===== config.mk =====
export PLATFORM = sky130hd
export DESIGN_NAME = addr_decoder
export DESIGN_NICKNAME = d
export VERILOG_FILES = /design/src/soc_map_pkg.sv /design/src/bus_pkg.sv /design/src/addr_decoder.sv
export SDC_FILE = /design/constraint.sdc
export NUM_CORES = 1
export LEC_CHECK = 0
export BUFFER_PORTS_ARGS = -buffer_cell sky130_fd_sc_hd__clkbuf_2
export CORE_ASPECT_RATIO = 1.2
export CORE_MARGIN = 10
export CORE_UTILIZATION = 50
export CTS_CLUSTER_SIZE = 25
export DETAILED_ROUTE_END_ITERATION = 12
export PLACE_DENSITY = 0.88
export SLEW_MARGIN = 20
export SYNTH_ARGS = -nofsm -noshare
export SYNTH_HDL_FRONTEND = slang
export SYNTH_SLANG_ARGS = --single-unit

===== constraint.sdc =====
create_clock -name clk_i -period 0.87 [get_ports clk_i]
set_input_delay 0.087 -clock clk_i [delete_from_list [all_inputs] [get_ports clk_i]]
set_output_delay 0.087 -clock clk_i [all_outputs]
set_load 0.005 [all_outputs]

===== src/soc_map_pkg.sv =====
`default_nettype none

package soc_map_pkg;

  // --------------------
  // bus widths
  // --------------------
  localparam int unsigned ADDR_W     = 32;
  localparam int unsigned DATA_W     = 32;
  localparam int unsigned STRB_W     = DATA_W / 8;
  // byte address bits below the word index
  localparam int unsigned BYTE_OFF_W = $clog2(STRB_W);

  // --------------------
  // memory map
  // --------------------
  localparam int unsigned NUM_BANKS  = 4;
  localparam int unsigned BANK_WORDS = 256;

  // bank 0 window start, the others follow one stride apart
  localparam logic [ADDR_W-1:0] BANK_BASE   = 32'h1000_0000;
  localparam logic [ADDR_W-1:0] BANK_STRIDE = 32'h0000_1000;
  // bytes covered by all bank windows together
  localparam logic [ADDR_W-1:0] MAP_SPAN    = ADDR_W'(NUM_BANKS) * BANK_STRIDE;

  // --------------------
  // flow control
  // --------------------
  // also the depth of every response and order FIFO
  localparam int unsigned NUM_CREDITS = 4;
  localparam int unsigned PTR_W       = $clog2(NUM_CREDITS);
  localparam int unsigned CNT_W       = $clog2(NUM_CREDITS + 1);

  typedef logic [$clog2(NUM_BANKS)-1:0]  bank_idx_t;
  typedef logic [$clog2(BANK_WORDS)-1:0] word_idx_t;

endpackage

`default_nettype wire


===== src/bus_pkg.sv =====
`default_nettype none

package bus_pkg;

  import soc_map_pkg::*;

  // --------------------
  // encodings
  // --------------------
  typedef enum logic {
    OP_READ  = 1'b0,
    OP_WRITE = 1'b1
  } opcode_e;

  typedef enum logic {
    ST_OKAY   = 1'b0,
    ST_DECERR = 1'b1
  } status_e;

  // --------------------
  // transactions
  // --------------------
  // host request, one word per beat
  typedef struct packed {
    opcode_e             op;
    logic [ADDR_W-1:0]   addr;
    logic [DATA_W-1:0]   wdata;
    logic [STRB_W-1:0]   strb;
  } bus_req_t;

  // decoded request to a single bank, valid for one cycle
  typedef struct packed {
    logic                valid;
    opcode_e             op;
    word_idx_t           word;
    logic [DATA_W-1:0]   wdata;
    logic [STRB_W-1:0]   strb;
  } bank_req_t;

  typedef struct packed {
    status_e             status;
    logic [DATA_W-1:0]   rdata;
  } bus_rsp_t;

  // one in-order tracking entry, err means no bank holds the answer
  typedef struct packed {
    logic                valid;
    logic                err;
    bank_idx_t           bank;
  } order_t;

endpackage

`default_nettype wire


===== src/addr_decoder.sv =====
`default_nettype none

module addr_decoder import soc_map_pkg::*; import bus_pkg::*; (
  input  wire                          clk_i,
  input  wire                          rst_ni,
  input  logic                         req_valid_i,
  input  bus_req_t                     req_i,
  input  logic                         credit_i,
  output bank_req_t [NUM_BANKS-1:0]    bank_req_o,
  output order_t                       order_o
);

  logic [ADDR_W-1:0]          offset;
  logic [ADDR_W-1:0]          stride_off;
  logic                       in_span;
  logic                       in_window;
  logic                       hit;
  bank_idx_t                  bank_sel;
  word_idx_t                  word_sel;
  bank_req_t                  next_req;

  bank_req_t [NUM_BANKS-1:0]  bank_req_q;
  order_t                     order_q;
  logic [CNT_W-1:0]           outstanding_q;

  // --------------------
  // address decode
  // --------------------
  assign offset     = req_i.addr - BANK_BASE;
  assign in_span    = (req_i.addr >= BANK_BASE) && (offset < MAP_SPAN);
  assign bank_sel   = bank_idx_t'(offset / BANK_STRIDE);
  assign stride_off = offset % BANK_STRIDE;
  // upper part of each stride is a hole
  assign in_window  = (stride_off >> BYTE_OFF_W) < ADDR_W'(BANK_WORDS);
  assign word_sel   = word_idx_t'(stride_off >> BYTE_OFF_W);
  assign hit        = in_span && in_window;

  assign next_req = '{
    valid: 1'b1,
    op:    req_i.op,
    word:  word_sel,
    wdata: req_i.wdata,
    strb:  req_i.strb
  };

  // --------------------
  // request register
  // --------------------
  always_ff @(posedge clk_i or negedge rst_ni) begin
    if (!rst_ni) begin
      bank_req_q <= '0;
      order_q    <= '0;
    end else begin
      for (int i = 0; i < NUM_BANKS; i++) begin
        bank_req_q[i].valid <= 1'b0;
      end
      // every accepted request leaves exactly one order entry
      order_q.valid <= req_valid_i;
      order_q.err   <= ~hit;
      order_q.bank  <= bank_sel;
      if (req_valid_i && hit) begin
        bank_req_q[bank_sel] <= next_req;
      end
    end
  end

  assign bank_req_o = bank_req_q;
  assign order_o    = order_q;

  // requests issued but not yet answered by a credit
  always_ff @(posedge clk_i or negedge rst_ni) begin
    if (!rst_ni) begin
      outstanding_q <= '0;
    end else begin
      case ({req_valid_i, credit_i})
        2'b10:   outstanding_q <= outstanding_q + 1'b1;
        2'b01:   outstanding_q <= outstanding_q - 1'b1;
        default: outstanding_q <= outstanding_q;
      endcase
    end
  end

  a_credit_limit: assert property (
    @(posedge clk_i) disable iff (!rst_ni)
    req_valid_i |-> (outstanding_q < CNT_W'(NUM_CREDITS))
  ) else $error("host issued a request with %0d already outstanding", outstanding_q);

endmodule

`default_nettype wire


==> results.md <==
* Mapped Cells at between 400 and 500
* Buffers on Ports at approximately 260
* Post-synth ARST share at 1.000
* Share of the synthesized area in the top cell type at 0.6328
* Place WS at -1.053 ns
* Iter 0 DRT Violations at between 300 and 400
* WP data required at 1.17 ns
* Leakage at 6.907 nW
* Largest buffer count on any clock path at 2
* IO Pins at 261
* Cell Rows at 48
* Top-count cell post-synth: dfrtp_1
* Least-Margin Pin Slew at about 0.34 ns
* Clock sink count at 188
* Final count of negative-setup-slack endpoints at 372
* RSZ-0062 raised after global routing: true
* Clock network power share at 0.459
* Post-synth top area cell: dfrtp_1
* Synthesis-stage register bit count at about 190
* Critical path endpoint category: flop
* Post-route setup slack at -0.5874 ns
* Worst setup path category: in -> reg
* Setup tns final at -119.57 ns
* Total power at 17.70 mW
* Slowest stage delay, CP at ~0.35 ns
* Total GRT Usage at 0.2381
* Largest net degree at the start of global routing at 39
* Int Pwr at 13.74 mW
* Avg Cell Area, Syn at 18.18 um^2
* Post-route ant nets at 0
* Layout Nets at slightly below 1000
* CP Launch Point: req_i[46]
* R2r setup slk at -0.23 ns
* Num CTS Buffers at 17
* Outcome: finished with violations
* Critical path fanouts, max at 6
* Sequential share of the synthesized area at 0.6328
* Synth cell types at 25
* DR vias/cell at 5.232
* Pwr Density at 1499 nW/um^2
* Routed WL per cell at 25.15 um
* Sequential cell area at 4705 um^2
* R2r worst-path depth at 3
* Reg clk slew, reported paths at 0.08 ns
* Commonest cells in the synthesized netlist: dfrtp_1 (188), mux2_2 (101), mux2_4 (78), buf_12 (8), buf_2 (8)
* Top cells by area, synth: dfrtp_1 (63%), mux2_4 (16%), mux2_2 (15%), buf_12 (2.2%), buf_2 (0.54%)
* Height of the die at ~150 um
* First-pass GRT wire length at 37.93 mm
* Vias at 5870
* Worst skew pair latency at 0.42 ns
* Mapped Area at between 7000 and 8000 um^2
* DIE AREA at 20170 um^2
* Failing checks: negative setup slack
* Fin util at 0.8161
* Arrival @ worst endpoint at 1.76 ns
* Starting Density at 0.5137
* HP Class: in -> reg
* Critical-path cell list: buf_6, nor4_2, nand4_2, buf_6, nor3_4, buf_6, buf_4, mux2_4
* Reg power frac at 0.494
* Layout cells sized above 1 at 0.7318
* Syn nets at between 400 and 500
* Clock root buffer: clkbuf_16
* Buffers plus inverters on the worst setup path at 4
* Area of the multi-input gates at about 2700 um^2
* Cell family with most CP delay: simple AND/OR/NAND/NOR gates
* TritonCTS clock tree: yes
* Most used cell, CP: buf_6
* Psw at 3.965 mW
* Gate power share at 0.047
* Htree depth at 4
* Synth Warn # at 0
* Critical Path Source Type: primary input
* Worst path slowest cell: mux2_4
* DP HPWL at 15.38 mm
* Die width at between 100 and 150 um
* Minimum clock period at around 1.5 ns
* Residual DRC at 0
* GRT overflow at 0
* Peak VDD IR at 1270 uV
* Total wire length at 28.22 mm
* Max-cap viol count at 0
* Routability congestion estimate at 0.7760
* Core Region at 14470 um^2
* Switching Share at 0.2240
* Top_reg_cell synth: dfrtp_1
* Total stage count of the critical path at 8
* Initial antenna violation count at 2
* FMAX at around 0.7 GHz
* Drt pass-1 iters at 4
* Tcrit/Tclk final at 1.675
* Number of synthesized flops with an enable pin at 0
* Final Hold Fails at 0
* FILL cells at 669
* Slew HR at 0.7701
* Pins Over Slew Limit at 0
* Vias in the first global route at 6354
* Worst Skew at 0 ns
* Layout Area Growth over Synthesis at 58.89%
[power groups by stage]
stage / sequential, mW / clock (mW) / combinational (mW)
3_3_place_gp: 8.91 / 0 / 0.566
5_1_grt: 8.74 / 8.53 / 0.889
2_1_floorplan: 8.92 / 0 / 0.0502
6_report: 8.74 / 8.13 / 0.827
4_1_cts: 8.75 / 8.04 / 0.786
3_5_place_dp: 8.91 / 0 / 0.599
[worst min-delay path by stage]
| stage | start | to | slack, ns | depth (start not counted) |
|---|---|---|---|---|
| floorplan | rst_ni | async pin | -0.21 | 0 |
| finish | req_i[60] | bank_req_o[137] | 0.09 | 5 |
| detailed placement | rst_ni | async pin | -0.008 | 1 |
| global route | req_i[60] | bank_req_o[137] | 0.10 | 5 |
| global placement | rst_ni | async pin | -0.008 | 1 |
| CTS | req_i[58] | bank_req_o[137] | 0.10 | 5 |
[per-stage QoR]
stage	std cells	hold WS (ns)	area, um^2
after floorplan	409	-0.2086	7615
after global placement	879	-0.008004	9283
after detailed placement	879	-0.007578	9283
after CTS	1056	0.1035	11130
after global routing	1122	0.1008	11810
final	1122	0.08995	11810
[layer usage]
metal  global-route usage  wire (um)  vias up
met5                    0          0        -
met4               0.1294       1300        0
met3              0.07008       1670       79
met2               0.4335      15120      317
met1               0.2391      10130     3020
li1                     -          -     2454
[placed cells by master (no fill, tap or decap), drive strengths merged, types with 3 or more instances in the layout]
cell,n
buf,201
inv,6
clkbuf,268
nor4,4
clkinv,4
dfrtp,188
dlygate4sd3,50
or3,3
mux2,180
bufinv,3
[worst register-to-register path: stages (launching register included)]
cell and delay, ns:
dfrtp_1 0.44, buf_4 0.16, buf_4 0.12, mux2_4 0.26
[repair_timing]
action                     CTS  global route
gates cloned                 0             7
pin swaps                    1             1
gates resized for setup      4            34
hold buffers                50             0
hold endpoints to repair   371             0
setup endpoints to repair  371           373
setup buffers               97            58
[cell type report]
type | count | share of cell area
Timing Repair Buffer | 500 | 0.2988
Sequential cell | 188 | 0.3983
Multi-Input combinational cell | 201 | 0.2302
Tap cell | 200 | 0.02118
Antenna cell | 1 | 0.0002118
Clock inverter | 11 | 0.01324
Clock buffer | 19 | 0.03750
Inverter | 2 | 0.0006355
[cell families after synthesis]
logic type	count (synthesis)	share of synthesized area
flip-flops	188	0.6328
AO/OA/AOI/OAI	1	0.0006725
buffers and inverters	20	0.03097
AND/OR/NAND/NOR	20	0.02356
multiplexers	180	0.3120
Power figures use the tool's default switching activity.
