### config.mk
export PLATFORM = sky130hd
export DESIGN_NAME = rsp_collector
export DESIGN_NICKNAME = d
export VERILOG_FILES = /design/src/soc_map_pkg.sv /design/src/bus_pkg.sv /design/src/rsp_collector.sv
export SDC_FILE = /design/constraint.sdc
export NUM_CORES = 1
export LEC_CHECK = 0
export ABC_AREA = 1
export BUFFER_PORTS_ARGS = -buffer_cell sky130_fd_sc_hd__buf_4
export CAP_MARGIN = 5
export CORE_ASPECT_RATIO = 0.6
export CORE_MARGIN = 4
export CORE_UTILIZATION = 47
export CTS_BUF_LIST = sky130_fd_sc_hd__clkbuf_2
export CTS_CLUSTER_SIZE = 30
export DETAILED_ROUTE_END_ITERATION = 6
export GPL_TIMING_DRIVEN = 0
export PLACE_DENSITY_LB_ADDON = 0.12
export SETUP_SLACK_MARGIN = 0.4
export SLEW_MARGIN = 15
export SYNTH_ARGS = -nofsm -noshare
export SYNTH_HDL_FRONTEND = slang
export SYNTH_SLANG_ARGS = --single-unit
### constraint.sdc
create_clock -name clk_i -period 4.3 [get_ports clk_i]
set_input_delay 0.215 -clock clk_i [delete_from_list [all_inputs] [get_ports clk_i]]
set_output_delay 0.215 -clock clk_i [all_outputs]
set_load 0.01 [all_outputs]
### src/soc_map_pkg.sv
`default_nettype none

package soc_map_pkg;

  // --------------------
  // bus widths
  // --------------------
  localparam int unsigned ADDR_W     = 32;
  localparam int unsigned DATA_W     = 32;
  localparam int unsigned STRB_W     = DATA_W / 8;
  // byte address bits below the word index
  localparam int unsigned BYTE_OFF_W = $clog2(STRB_W);

  // --------------------
  // memory map
  // --------------------
  localparam int unsigned NUM_BANKS  = 4;
  localparam int unsigned BANK_WORDS = 256;

  // bank 0 window start, the others follow one stride apart
  localparam logic [ADDR_W-1:0] BANK_BASE   = 32'h1000_0000;
  localparam logic [ADDR_W-1:0] BANK_STRIDE = 32'h0000_1000;
  // bytes covered by all bank windows together
  localparam logic [ADDR_W-1:0] MAP_SPAN    = ADDR_W'(NUM_BANKS) * BANK_STRIDE;

  // --------------------
  // flow control
  // --------------------
  // also the depth of every response and order FIFO
  localparam int unsigned NUM_CREDITS = 4;
  localparam int unsigned PTR_W       = $clog2(NUM_CREDITS);
  localparam int unsigned CNT_W       = $clog2(NUM_CREDITS + 1);

  typedef logic [$clog2(NUM_BANKS)-1:0]  bank_idx_t;
  typedef logic [$clog2(BANK_WORDS)-1:0] word_idx_t;

endpackage

`default_nettype wire

### src/bus_pkg.sv
`default_nettype none

package bus_pkg;

  import soc_map_pkg::*;

  // --------------------
  // encodings
  // --------------------
  typedef enum logic {
    OP_READ  = 1'b0,
    OP_WRITE = 1'b1
  } opcode_e;

  typedef enum logic {
    ST_OKAY   = 1'b0,
    ST_DECERR = 1'b1
  } status_e;

  // --------------------
  // transactions
  // --------------------
  // host request, one word per beat
  typedef struct packed {
    opcode_e             op;
    logic [ADDR_W-1:0]   addr;
    logic [DATA_W-1:0]   wdata;
    logic [STRB_W-1:0]   strb;
  } bus_req_t;

  // decoded request to a single bank, valid for one cycle
  typedef struct packed {
    logic                valid;
    opcode_e             op;
    word_idx_t           word;
    logic [DATA_W-1:0]   wdata;
    logic [STRB_W-1:0]   strb;
  } bank_req_t;

  typedef struct packed {
    status_e             status;
    logic [DATA_W-1:0]   rdata;
  } bus_rsp_t;

  // one in-order tracking entry, err means no bank holds the answer
  typedef struct packed {
    logic                valid;
    logic                err;
    bank_idx_t           bank;
  } order_t;

endpackage

`default_nettype wire

### src/rsp_collector.sv
`default_nettype none

module rsp_collector import soc_map_pkg::*; import bus_pkg::*; (
  input  wire                          clk_i,
  input  wire                          rst_ni,
  input  order_t                       order_i,
  input  bus_rsp_t [NUM_BANKS-1:0]     bank_rsp_i,
  input  logic [NUM_BANKS-1:0]         bank_valid_i,
  output logic [NUM_BANKS-1:0]         bank_pop_o,
  output logic                         rsp_valid_o,
  output bus_rsp_t                     rsp_o,
  input  logic                         rsp_ready_i,
  output logic                         credit_o
);

  order_t             ord_q [NUM_CREDITS];
  logic [PTR_W-1:0]   ord_wr_q;
  logic [PTR_W-1:0]   ord_rd_q;
  logic [CNT_W-1:0]   ord_cnt_q;
  order_t             head;
  logic               ord_empty;

  logic               head_ready;
  logic               out_free;
  logic               take;
  bus_rsp_t           next_rsp;

  bus_rsp_t           rsp_q;
  logic               rsp_valid_q;
  logic               credit_q;

  // --------------------
  // order fifo
  // --------------------
  always_ff @(posedge clk_i) begin
    if (order_i.valid) begin
      ord_q[ord_wr_q] <= order_i;
    end
  end

  always_ff @(posedge clk_i or negedge rst_ni) begin
    if (!rst_ni) begin
      ord_wr_q  <= '0;
      ord_rd_q  <= '0;
      ord_cnt_q <= '0;
    end else begin
      if (order_i.valid) begin
        ord_wr_q <= (ord_wr_q == PTR_W'(NUM_CREDITS - 1)) ? '0 : ord_wr_q + 1'b1;
      end
      if (take) begin
        ord_rd_q <= (ord_rd_q == PTR_W'(NUM_CREDITS - 1)) ? '0 : ord_rd_q + 1'b1;
      end
      case ({order_i.valid, take})
        2'b10:   ord_cnt_q <= ord_cnt_q + 1'b1;
        2'b01:   ord_cnt_q <= ord_cnt_q - 1'b1;
        default: ord_cnt_q <= ord_cnt_q;
      endcase
    end
  end

  assign head      = ord_q[ord_rd_q];
  assign ord_empty = (ord_cnt_q == '0);

  // --------------------
  // drain in request order
  // --------------------
  // error entries need no bank, bank entries wait for their data
  assign head_ready = !ord_empty && (head.err || bank_valid_i[head.bank]);
  assign out_free   = !rsp_valid_q || rsp_ready_i;
  assign take       = out_free && head_ready;

  always_comb begin
    bank_pop_o = '0;
    if (take && !head.err) begin
      bank_pop_o[head.bank] = 1'b1;
    end
  end

  assign next_rsp = head.err ? '{status: ST_DECERR, rdata: '0} : bank_rsp_i[head.bank];

  always_ff @(posedge clk_i) begin
    if (take) begin
      rsp_q <= next_rsp;
    end
  end

  always_ff @(posedge clk_i or negedge rst_ni) begin
    if (!rst_ni) begin
      rsp_valid_q <= 1'b0;
      credit_q    <= 1'b0;
    end else begin
      // one credit back per completed handshake
      credit_q <= rsp_valid_q && rsp_ready_i;
      if (take) begin
        rsp_valid_q <= 1'b1;
      end else if (rsp_ready_i) begin
        rsp_valid_q <= 1'b0;
      end
    end
  end

  assign rsp_valid_o = rsp_valid_q;
  assign rsp_o       = rsp_q;
  assign credit_o    = credit_q;

  a_rsp_stable: assert property (
    @(posedge clk_i) disable iff (!rst_ni)
    (rsp_valid_o && !rsp_ready_i) |=> (rsp_valid_o && $stable(rsp_o))
  ) else $error("response changed while stalled");

endmodule

`default_nettype wire

==> results.sh, run 1 <==
export IMPL_outcome="completed"
export IMPL_drive_above_1_share_pct=52.6
export IMPL_drt_iter0_markers=120
export IMPL_critical_path_top_delay_family="buffers and inverters"
export IMPL_cts_tree="done"
export IMPL_ys_warnings_count=0
export IMPL_p_total_uw=3610
export IMPL_die_x_um=118
export IMPL_tightest_slew_ps=773
export IMPL_wl_met2_um=4830
export IMPL_critPathMaxFanout=34
export IMPL_min_period_over_period_pct=77.6
export IMPL_cts_buffers=5
export IMPL_wl_met1_um=4160
export IMPL_hp_class="input port to flop"
export IMPL_min_path_cells=3
export IMPL_grt_pass1_wl_um=15300
export IMPL_fin_nets=678
export IMPL_area_delta_synth_final_pct=46.4
export IMPL_postPlaceCellArea_um2=4850
export IMPL_finalClockSkew_ps=35.8
export IMPL_slew_viol_final=0
export IMPL_tns_ps=0
export IMPL_final_setup_viol_count=0
export IMPL_h_tree_depth=2
export IMPL_clk_latency_ps=470
export IMPL_vias=3104
export IMPL_ys_seq_area_share_pct=46.4
export IMPL_synth_seq_cells=54
export IMPL_grt_pass1_vias=3101
export IMPL_fin_crit_ps=3330
export IMPL_relSlewSlack_pct=48.4
export IMPL_peakVddDrop_mv=0.369
export IMPL_first_pass_iters=4
export IMPL_avgSynthCellArea_um2=10.1
export IMPL_core_um2=6850
export IMPL_via_per_inst=5.04
export IMPL_hold_viol=0
export IMPL_max_cap_violations=0
export IMPL_cts_sinks=54
export IMPL_antenna_found_initial=0
export IMPL_routed_wirelength_um=10000
export IMPL_crit_top_cell="nand2_1"
export IMPL_cp_slowest_cell="inv_2"
export IMPL_globalplace_congestion=0.825
export IMPL_io_buffers=180
export IMPL_n_antenna_cell=0
export IMPL_final_fill_count=506
export IMPL_dieHeight_um=73.8
export IMPL_final_area_um2=4970
export IMPL_grt_start_max_net_pins=35
export IMPL_worstPathCellList="buf_4, nand2_1, nand3_2, nand2_4, nand2_1, nand2_1, nand2_1, nand3_2, nand3_1, inv_2, ha_1, inv_1, fa_1, a21oi_1, o21ai_0, xor2_1"
export IMPL_wire_per_inst_um=16.2
export IMPL_grt_usage_pct=22.0
export IMPL_slowest_delay_ps=610
export IMPL_arrival_ps=3740
export IMPL_ios=182
export IMPL_grt_setup_unrepaired="no"
export IMPL_worstPathRequired_ps=4700
export IMPL_top_layer="met4"
export IMPL_cp_depth=16
export IMPL_synth_fp_nets=485
export IMPL_clock_path_buffers=2
export IMPL_syn_inst=335
export IMPL_grt_overflow=0
export IMPL_initial_core_util_pct=49.6
export IMPL_num_rows=23
export IMPL_netlist_area_um2=3390
export IMPL_start_kind="flop"
export IMPL_path_buf_inv=3
export IMPL_powerDensity_nw_per_um2=727
export IMPL_postRouteAntennaNets=0
export IMPL_drcViolationCount=0
export IMPL_cts_resized=0
export IMPL_dr_wl_met3_um=860
export IMPL_dp_hpwl_um=7830
export IMPL_power_leakage_uw=0.00232
export IMPL_clkTransAtPathRegs_ps=310
export IMPL_critPathCaptureType="flop"
export IMPL_clockRootBuffer="clkbuf_2"
export IMPL_max_freq_mhz=300
export IMPL_fp_dieArea_um2=8690
export IMPL_synth_distinct_cells=34
export IMPL_ff2ff_path_depth=16
export IMPL_path_class="flop to flop"
[through the flow]
| stage | hold slack, ps | cells | setup slack [ps] | util (%) |
|---|---|---|---|---|
| floorplan | -80.6 | 335 | 1140 | - |
| global placement | 42.1 | 602 | 694 | 70.9 |
| detailed placement | 43.8 | 602 | 992 | 70.9 |
| CTS | 26.5 | 615 | 964 | 72.4 |
| global route | 3.84 | 616 | 747 | 72.5 |
| finish | 51.9 | 616 | 965 | 72.5 |
[per-layer routing]
metal / GRT usage, % / vias up
li1: - / 1526
met1: 28.0 / 1419
met2: 37.8 / 142
met3: 6.77 / 17
met4: 4.42 / 0
met5: 0 / -
[sequential cells by signal (all words and copies together) (netlist names)]
| signal | flops |
|---|---|
| rsp_o | 33 |
| credit_o | 1 |
| ord_cnt_q | 3 |
| ord_wr_q | 2 |
| ord_rd_q | 2 |
| rsp_valid_o | 1 |
| ord_q | 12 |
[cells by family after synthesis]
group           share of synthesized area (%)
fa+ha+maj                                2.80
xor+xnor                                0.516
compound gates                           24.7
simple gates                             14.4
flops                                    46.4
buf+inv                                  11.1
[timing repair]
action / 4_1_cts / 5_1_grt
setup buffers: 0 / 0
hold buffers: 5 / 1
endpoints found under the hold margin: 22 / 9
[final cells by class]
type | instances | area, um^2 | area share (%)
clock inverter | 3 | 28.8 | 0.579
sequential | 54 | 1580 | 31.7
clock buffer | 5 | 25.0 | 0.504
buffer | 17 | 165 | 3.32
inverter | 54 | 210 | 4.23
timing repair buffer | 186 | 1410 | 28.4
tap | 87 | 109 | 2.19
multi-input combinational | 210 | 1440 | 29.0
[path summary, 6_finish.rpt]
kind / start / to / slack (ps)
worst max-delay path: ord_rd_q[0] / ord_cnt_q[2] / 970
worst min-delay path: bank_rsp_i[32] / rsp_o[32] / 50
worst max register to register: ord_rd_q[0] / ord_cnt_q[2] / 970
worst min register to register: ord_cnt_q[0] / ord_cnt_q[0] / 530
max in group asynchronous: rst_ni / ord_rd_q[1] / 3570
min in group asynchronous: rst_ni / ord_cnt_q[1] / 600
[synth_stat cells, drive strengths merged]
| library cell | instances | share of area, % |
|---|---|---|
| a21oi | 65 | 13 |
| a22oi | 32 | 11 |
| buf | 14 | 4.5 |
| clkbuf | 3 | 0.33 |
| clkinv | 1 | 0.26 |
| dfrtp | 9 | 6.6 |
| edfxtp | 45 | 40 |
| fa | 1 | 0.59 |
| ha | 6 | 2.2 |
| inv | 53 | 5.9 |
| nand2 | 40 | 5.7 |
| nand3 | 11 | 2.1 |
| nand3b | 1 | 0.22 |
| nand4 | 3 | 0.55 |
| nor2 | 44 | 5.6 |
| o21ai | 4 | 0.59 |
| or2 | 1 | 0.26 |
| xnor2 | 1 | 0.26 |
| xor2 | 1 | 0.26 |
[layout by cell type (no fill, tap or decap), drive strengths merged, types with 4 or more instances in the layout]
cell / instances
inv: 55
nor2: 44
buf: 194
clkbuf: 8
a21oi: 65
o21ai: 4
ha: 6
dlygate4sd3: 6
edfxtp: 45
a22oi: 32
dfrtp: 9
nand2: 40
nand3: 11
[worst register-to-register path, cell delays in order, from the launching register on]
cell and delay, ps:
dfrtp_1 460, buf_4 170, nand2_1 100, nand3_2 120, nand2_4 170, nand2_1 70, nand2_1 60, nand2_1 70
nand3_2 110, nand3_1 150, inv_2 610, ha_1 280, inv_1 70, fa_1 380, a21oi_1 170, o21ai_0 120
xor2_1 160
[power by group]
part	internal, uW	switching [uW]
registers	935	86.4
clock network	48.5	176
logic	982	1380
total	1970	1650
(Power assumes the default switching activity.)
==> inputs of run 2 (changes only) <==
==> constraint.sdc (replaced) <==
create_clock -name clk_i -period 3.3 [get_ports clk_i]
set_input_delay 0.165 -clock clk_i [delete_from_list [all_inputs] [get_ports clk_i]]
set_output_delay 0.165 -clock clk_i [all_outputs]
set_load 0.01 [all_outputs]
==> results.sh, run 2 (same netlist as run 1, synthesis figures left out) <==
export IMPL_globalplace_congestion=0.817
export IMPL_outcome="completed"
export IMPL_critPathMaxFanout=10
export IMPL_arrival_ps=3110
export IMPL_cts_sinks=54
export IMPL_cp_slowest_cell="dfrtp_1"
export IMPL_grt_usage_pct=23.4
export IMPL_clk_latency_ps=460
export IMPL_tightest_slew_ps=787
export IMPL_crit_top_cell="nand2_1"
export IMPL_vias=3129
export IMPL_hold_viol=0
export IMPL_max_freq_mhz=367
export IMPL_worstPathRequired_ps=3680
export IMPL_wire_per_inst_um=16.8
export IMPL_critPathCaptureType="flop"
export IMPL_ios=182
export IMPL_min_period_over_period_pct=82.7
export IMPL_area_delta_synth_final_pct=48.2
export IMPL_fin_crit_ps=2730
export IMPL_drcViolationCount=0
export IMPL_cts_tree="done"
export IMPL_routed_wirelength_um=10400
export IMPL_first_pass_iters=6
export IMPL_cts_buffers=5
export IMPL_postRouteAntennaNets=0
export IMPL_initial_core_util_pct=49.6
export IMPL_grt_setup_unrepaired="no"
export IMPL_power_leakage_uw=0.00234
export IMPL_slowest_delay_ps=430
export IMPL_r2r_start="ord_rd_q[0]"
export IMPL_crit_start="ord_rd_q[0]"
export IMPL_clkTransAtPathRegs_ps=310
export IMPL_drt_iter0_markers=181
export IMPL_num_rows=23
export IMPL_grt_pass1_vias=3197
export IMPL_start_kind="flop"
export IMPL_antenna_found_initial=1
export IMPL_peakVddDrop_mv=0.538
export IMPL_fp_dieArea_um2=8690
export IMPL_io_buffers=180
export IMPL_final_setup_viol_count=0
export IMPL_hp_class="input port to flop"
export IMPL_timing_hold_ws_ps=20.0
export IMPL_grt_pass1_wl_um=16200
export IMPL_worstHoldStart="bank_rsp_i[3]"
export IMPL_drive_above_1_share_pct=52.6
export IMPL_final_common_cell="buf_4"
export IMPL_core_um2=6850
export IMPL_grt_start_max_net_pins=20
export IMPL_h_tree_depth=2
export IMPL_clock_path_buffers=2
export IMPL_worstPathCellList="buf_4, inv_2, nand2_1, nand3_2, nand2_4, nand2_1, nand2_1, nand2_1, nand3_2, nand3_4, clkinvlp_4, ha_1, inv_1, fa_1, a21oi_1, o21ai_0, xor2_1"
export IMPL_p_total_uw=4780
export IMPL_largest_reg_flops=33
export IMPL_dieHeight_um=73.8
export IMPL_via_per_inst=5.03
export IMPL_fin_nets=683
export IMPL_max_cap_violations=0
export IMPL_clockRootBuffer="clkbuf_2"
export IMPL_dp_hpwl_um=8120
export IMPL_layout_cells_most_common_list="186 x buf_4, 49 x inv_1, 45 x edfxtp_1"
export IMPL_die_x_um=118
export IMPL_powerDensity_nw_per_um2=951
export IMPL_relSlewSlack_pct=47.2
export IMPL_path_class="flop to flop"
export IMPL_finalClockSkew_ps=40.5
export IMPL_slew_viol_final=0
export IMPL_grt_overflow=0
==> run 2: worst max-delay path, delay by kind of cell (launching register included) <==
family | cells | cell delay, ps
adder cells (fa/ha/maj) | 2 | 520
flip-flops | 1 | 430
buffers and inverters | 4 | 420
XOR/XNOR | 1 | 160
AND/OR/NAND/NOR | 8 | 830
AO/OA/AOI/OAI | 2 | 280
==> run 2: layout make-up <==
| class | instances | area, um^2 |
|---|---|---|
| Antenna cell | 1 | 2.50 |
| Buffer | 17 | 165 |
| Clock buffer | 5 | 25.0 |
| Clock inverter | 3 | 28.8 |
| Fill cell | 513 | 1820 |
| Inverter | 54 | 214 |
| Multi-Input combinational cell | 210 | 1460 |
| Sequential cell | 54 | 1580 |
| Tap cell | 87 | 109 |
| Timing Repair Buffer | 190 | 1450 |
| Timing Repair inverter | 1 | 5.00 |
==> run 2: what timing repair did <==
action | 4_1_cts | 5_1_grt
hold buffers | 8 | 1
endpoints found under the setup margin | 3 | 19
gates resized for setup | 0 | 2
endpoints found under the hold margin | 23 | 1
pin swaps | 0 | 0
setup buffers | 1 | 0
gates cloned | 1 | 0
==> run 2: final timing paths <==
kind,end,cells past startpoint,slack [ps]
max in group asynchronous,credit_o,3,2370
worst min register to register,ord_cnt_q[0],1,500
worst max-delay path,ord_cnt_q[2],17,570
worst max register to register,ord_cnt_q[2],17,570
worst min-delay path,rsp_o[3],3,20
min in group asynchronous,ord_wr_q[0],3,660
==> run 2: per-stage QoR <==
stage	std cells	setup slack [ps]	util [%]	TNS [ps]	area [um^2]
floorplan	335	431	-	0	3400
global placement	602	16.8	70.9	0	4860
detailed placement	602	-88.7	70.9	-144	4860
CTS	620	403	73.1	0	5000
global route	622	426	73.4	0	5030
finish	622	572	73.4	0	5030
==> run 2: layer usage <==
| metal | global-route usage [%] | part of all wire [%] | vias to the layer above | routed length [um] |
|---|---|---|---|---|
| li1 | - | - | 1536 | - |
| met1 | 29.9 | 41 | 1451 | 4260 |
| met2 | 41.2 | 51 | 140 | 5300 |
| met3 | 6.92 | 8.3 | 2 | 872 |
| met4 | 2.86 | 0.13 | 0 | 14 |
| met5 | 0 | 0 | - | 0 |
==> run 2: power by group <==
part	total, uW	switching, uW	internal [uW]
Clock	286	224	61.7
Sequential	1330	115	1220
Combinational	3160	1850	1320
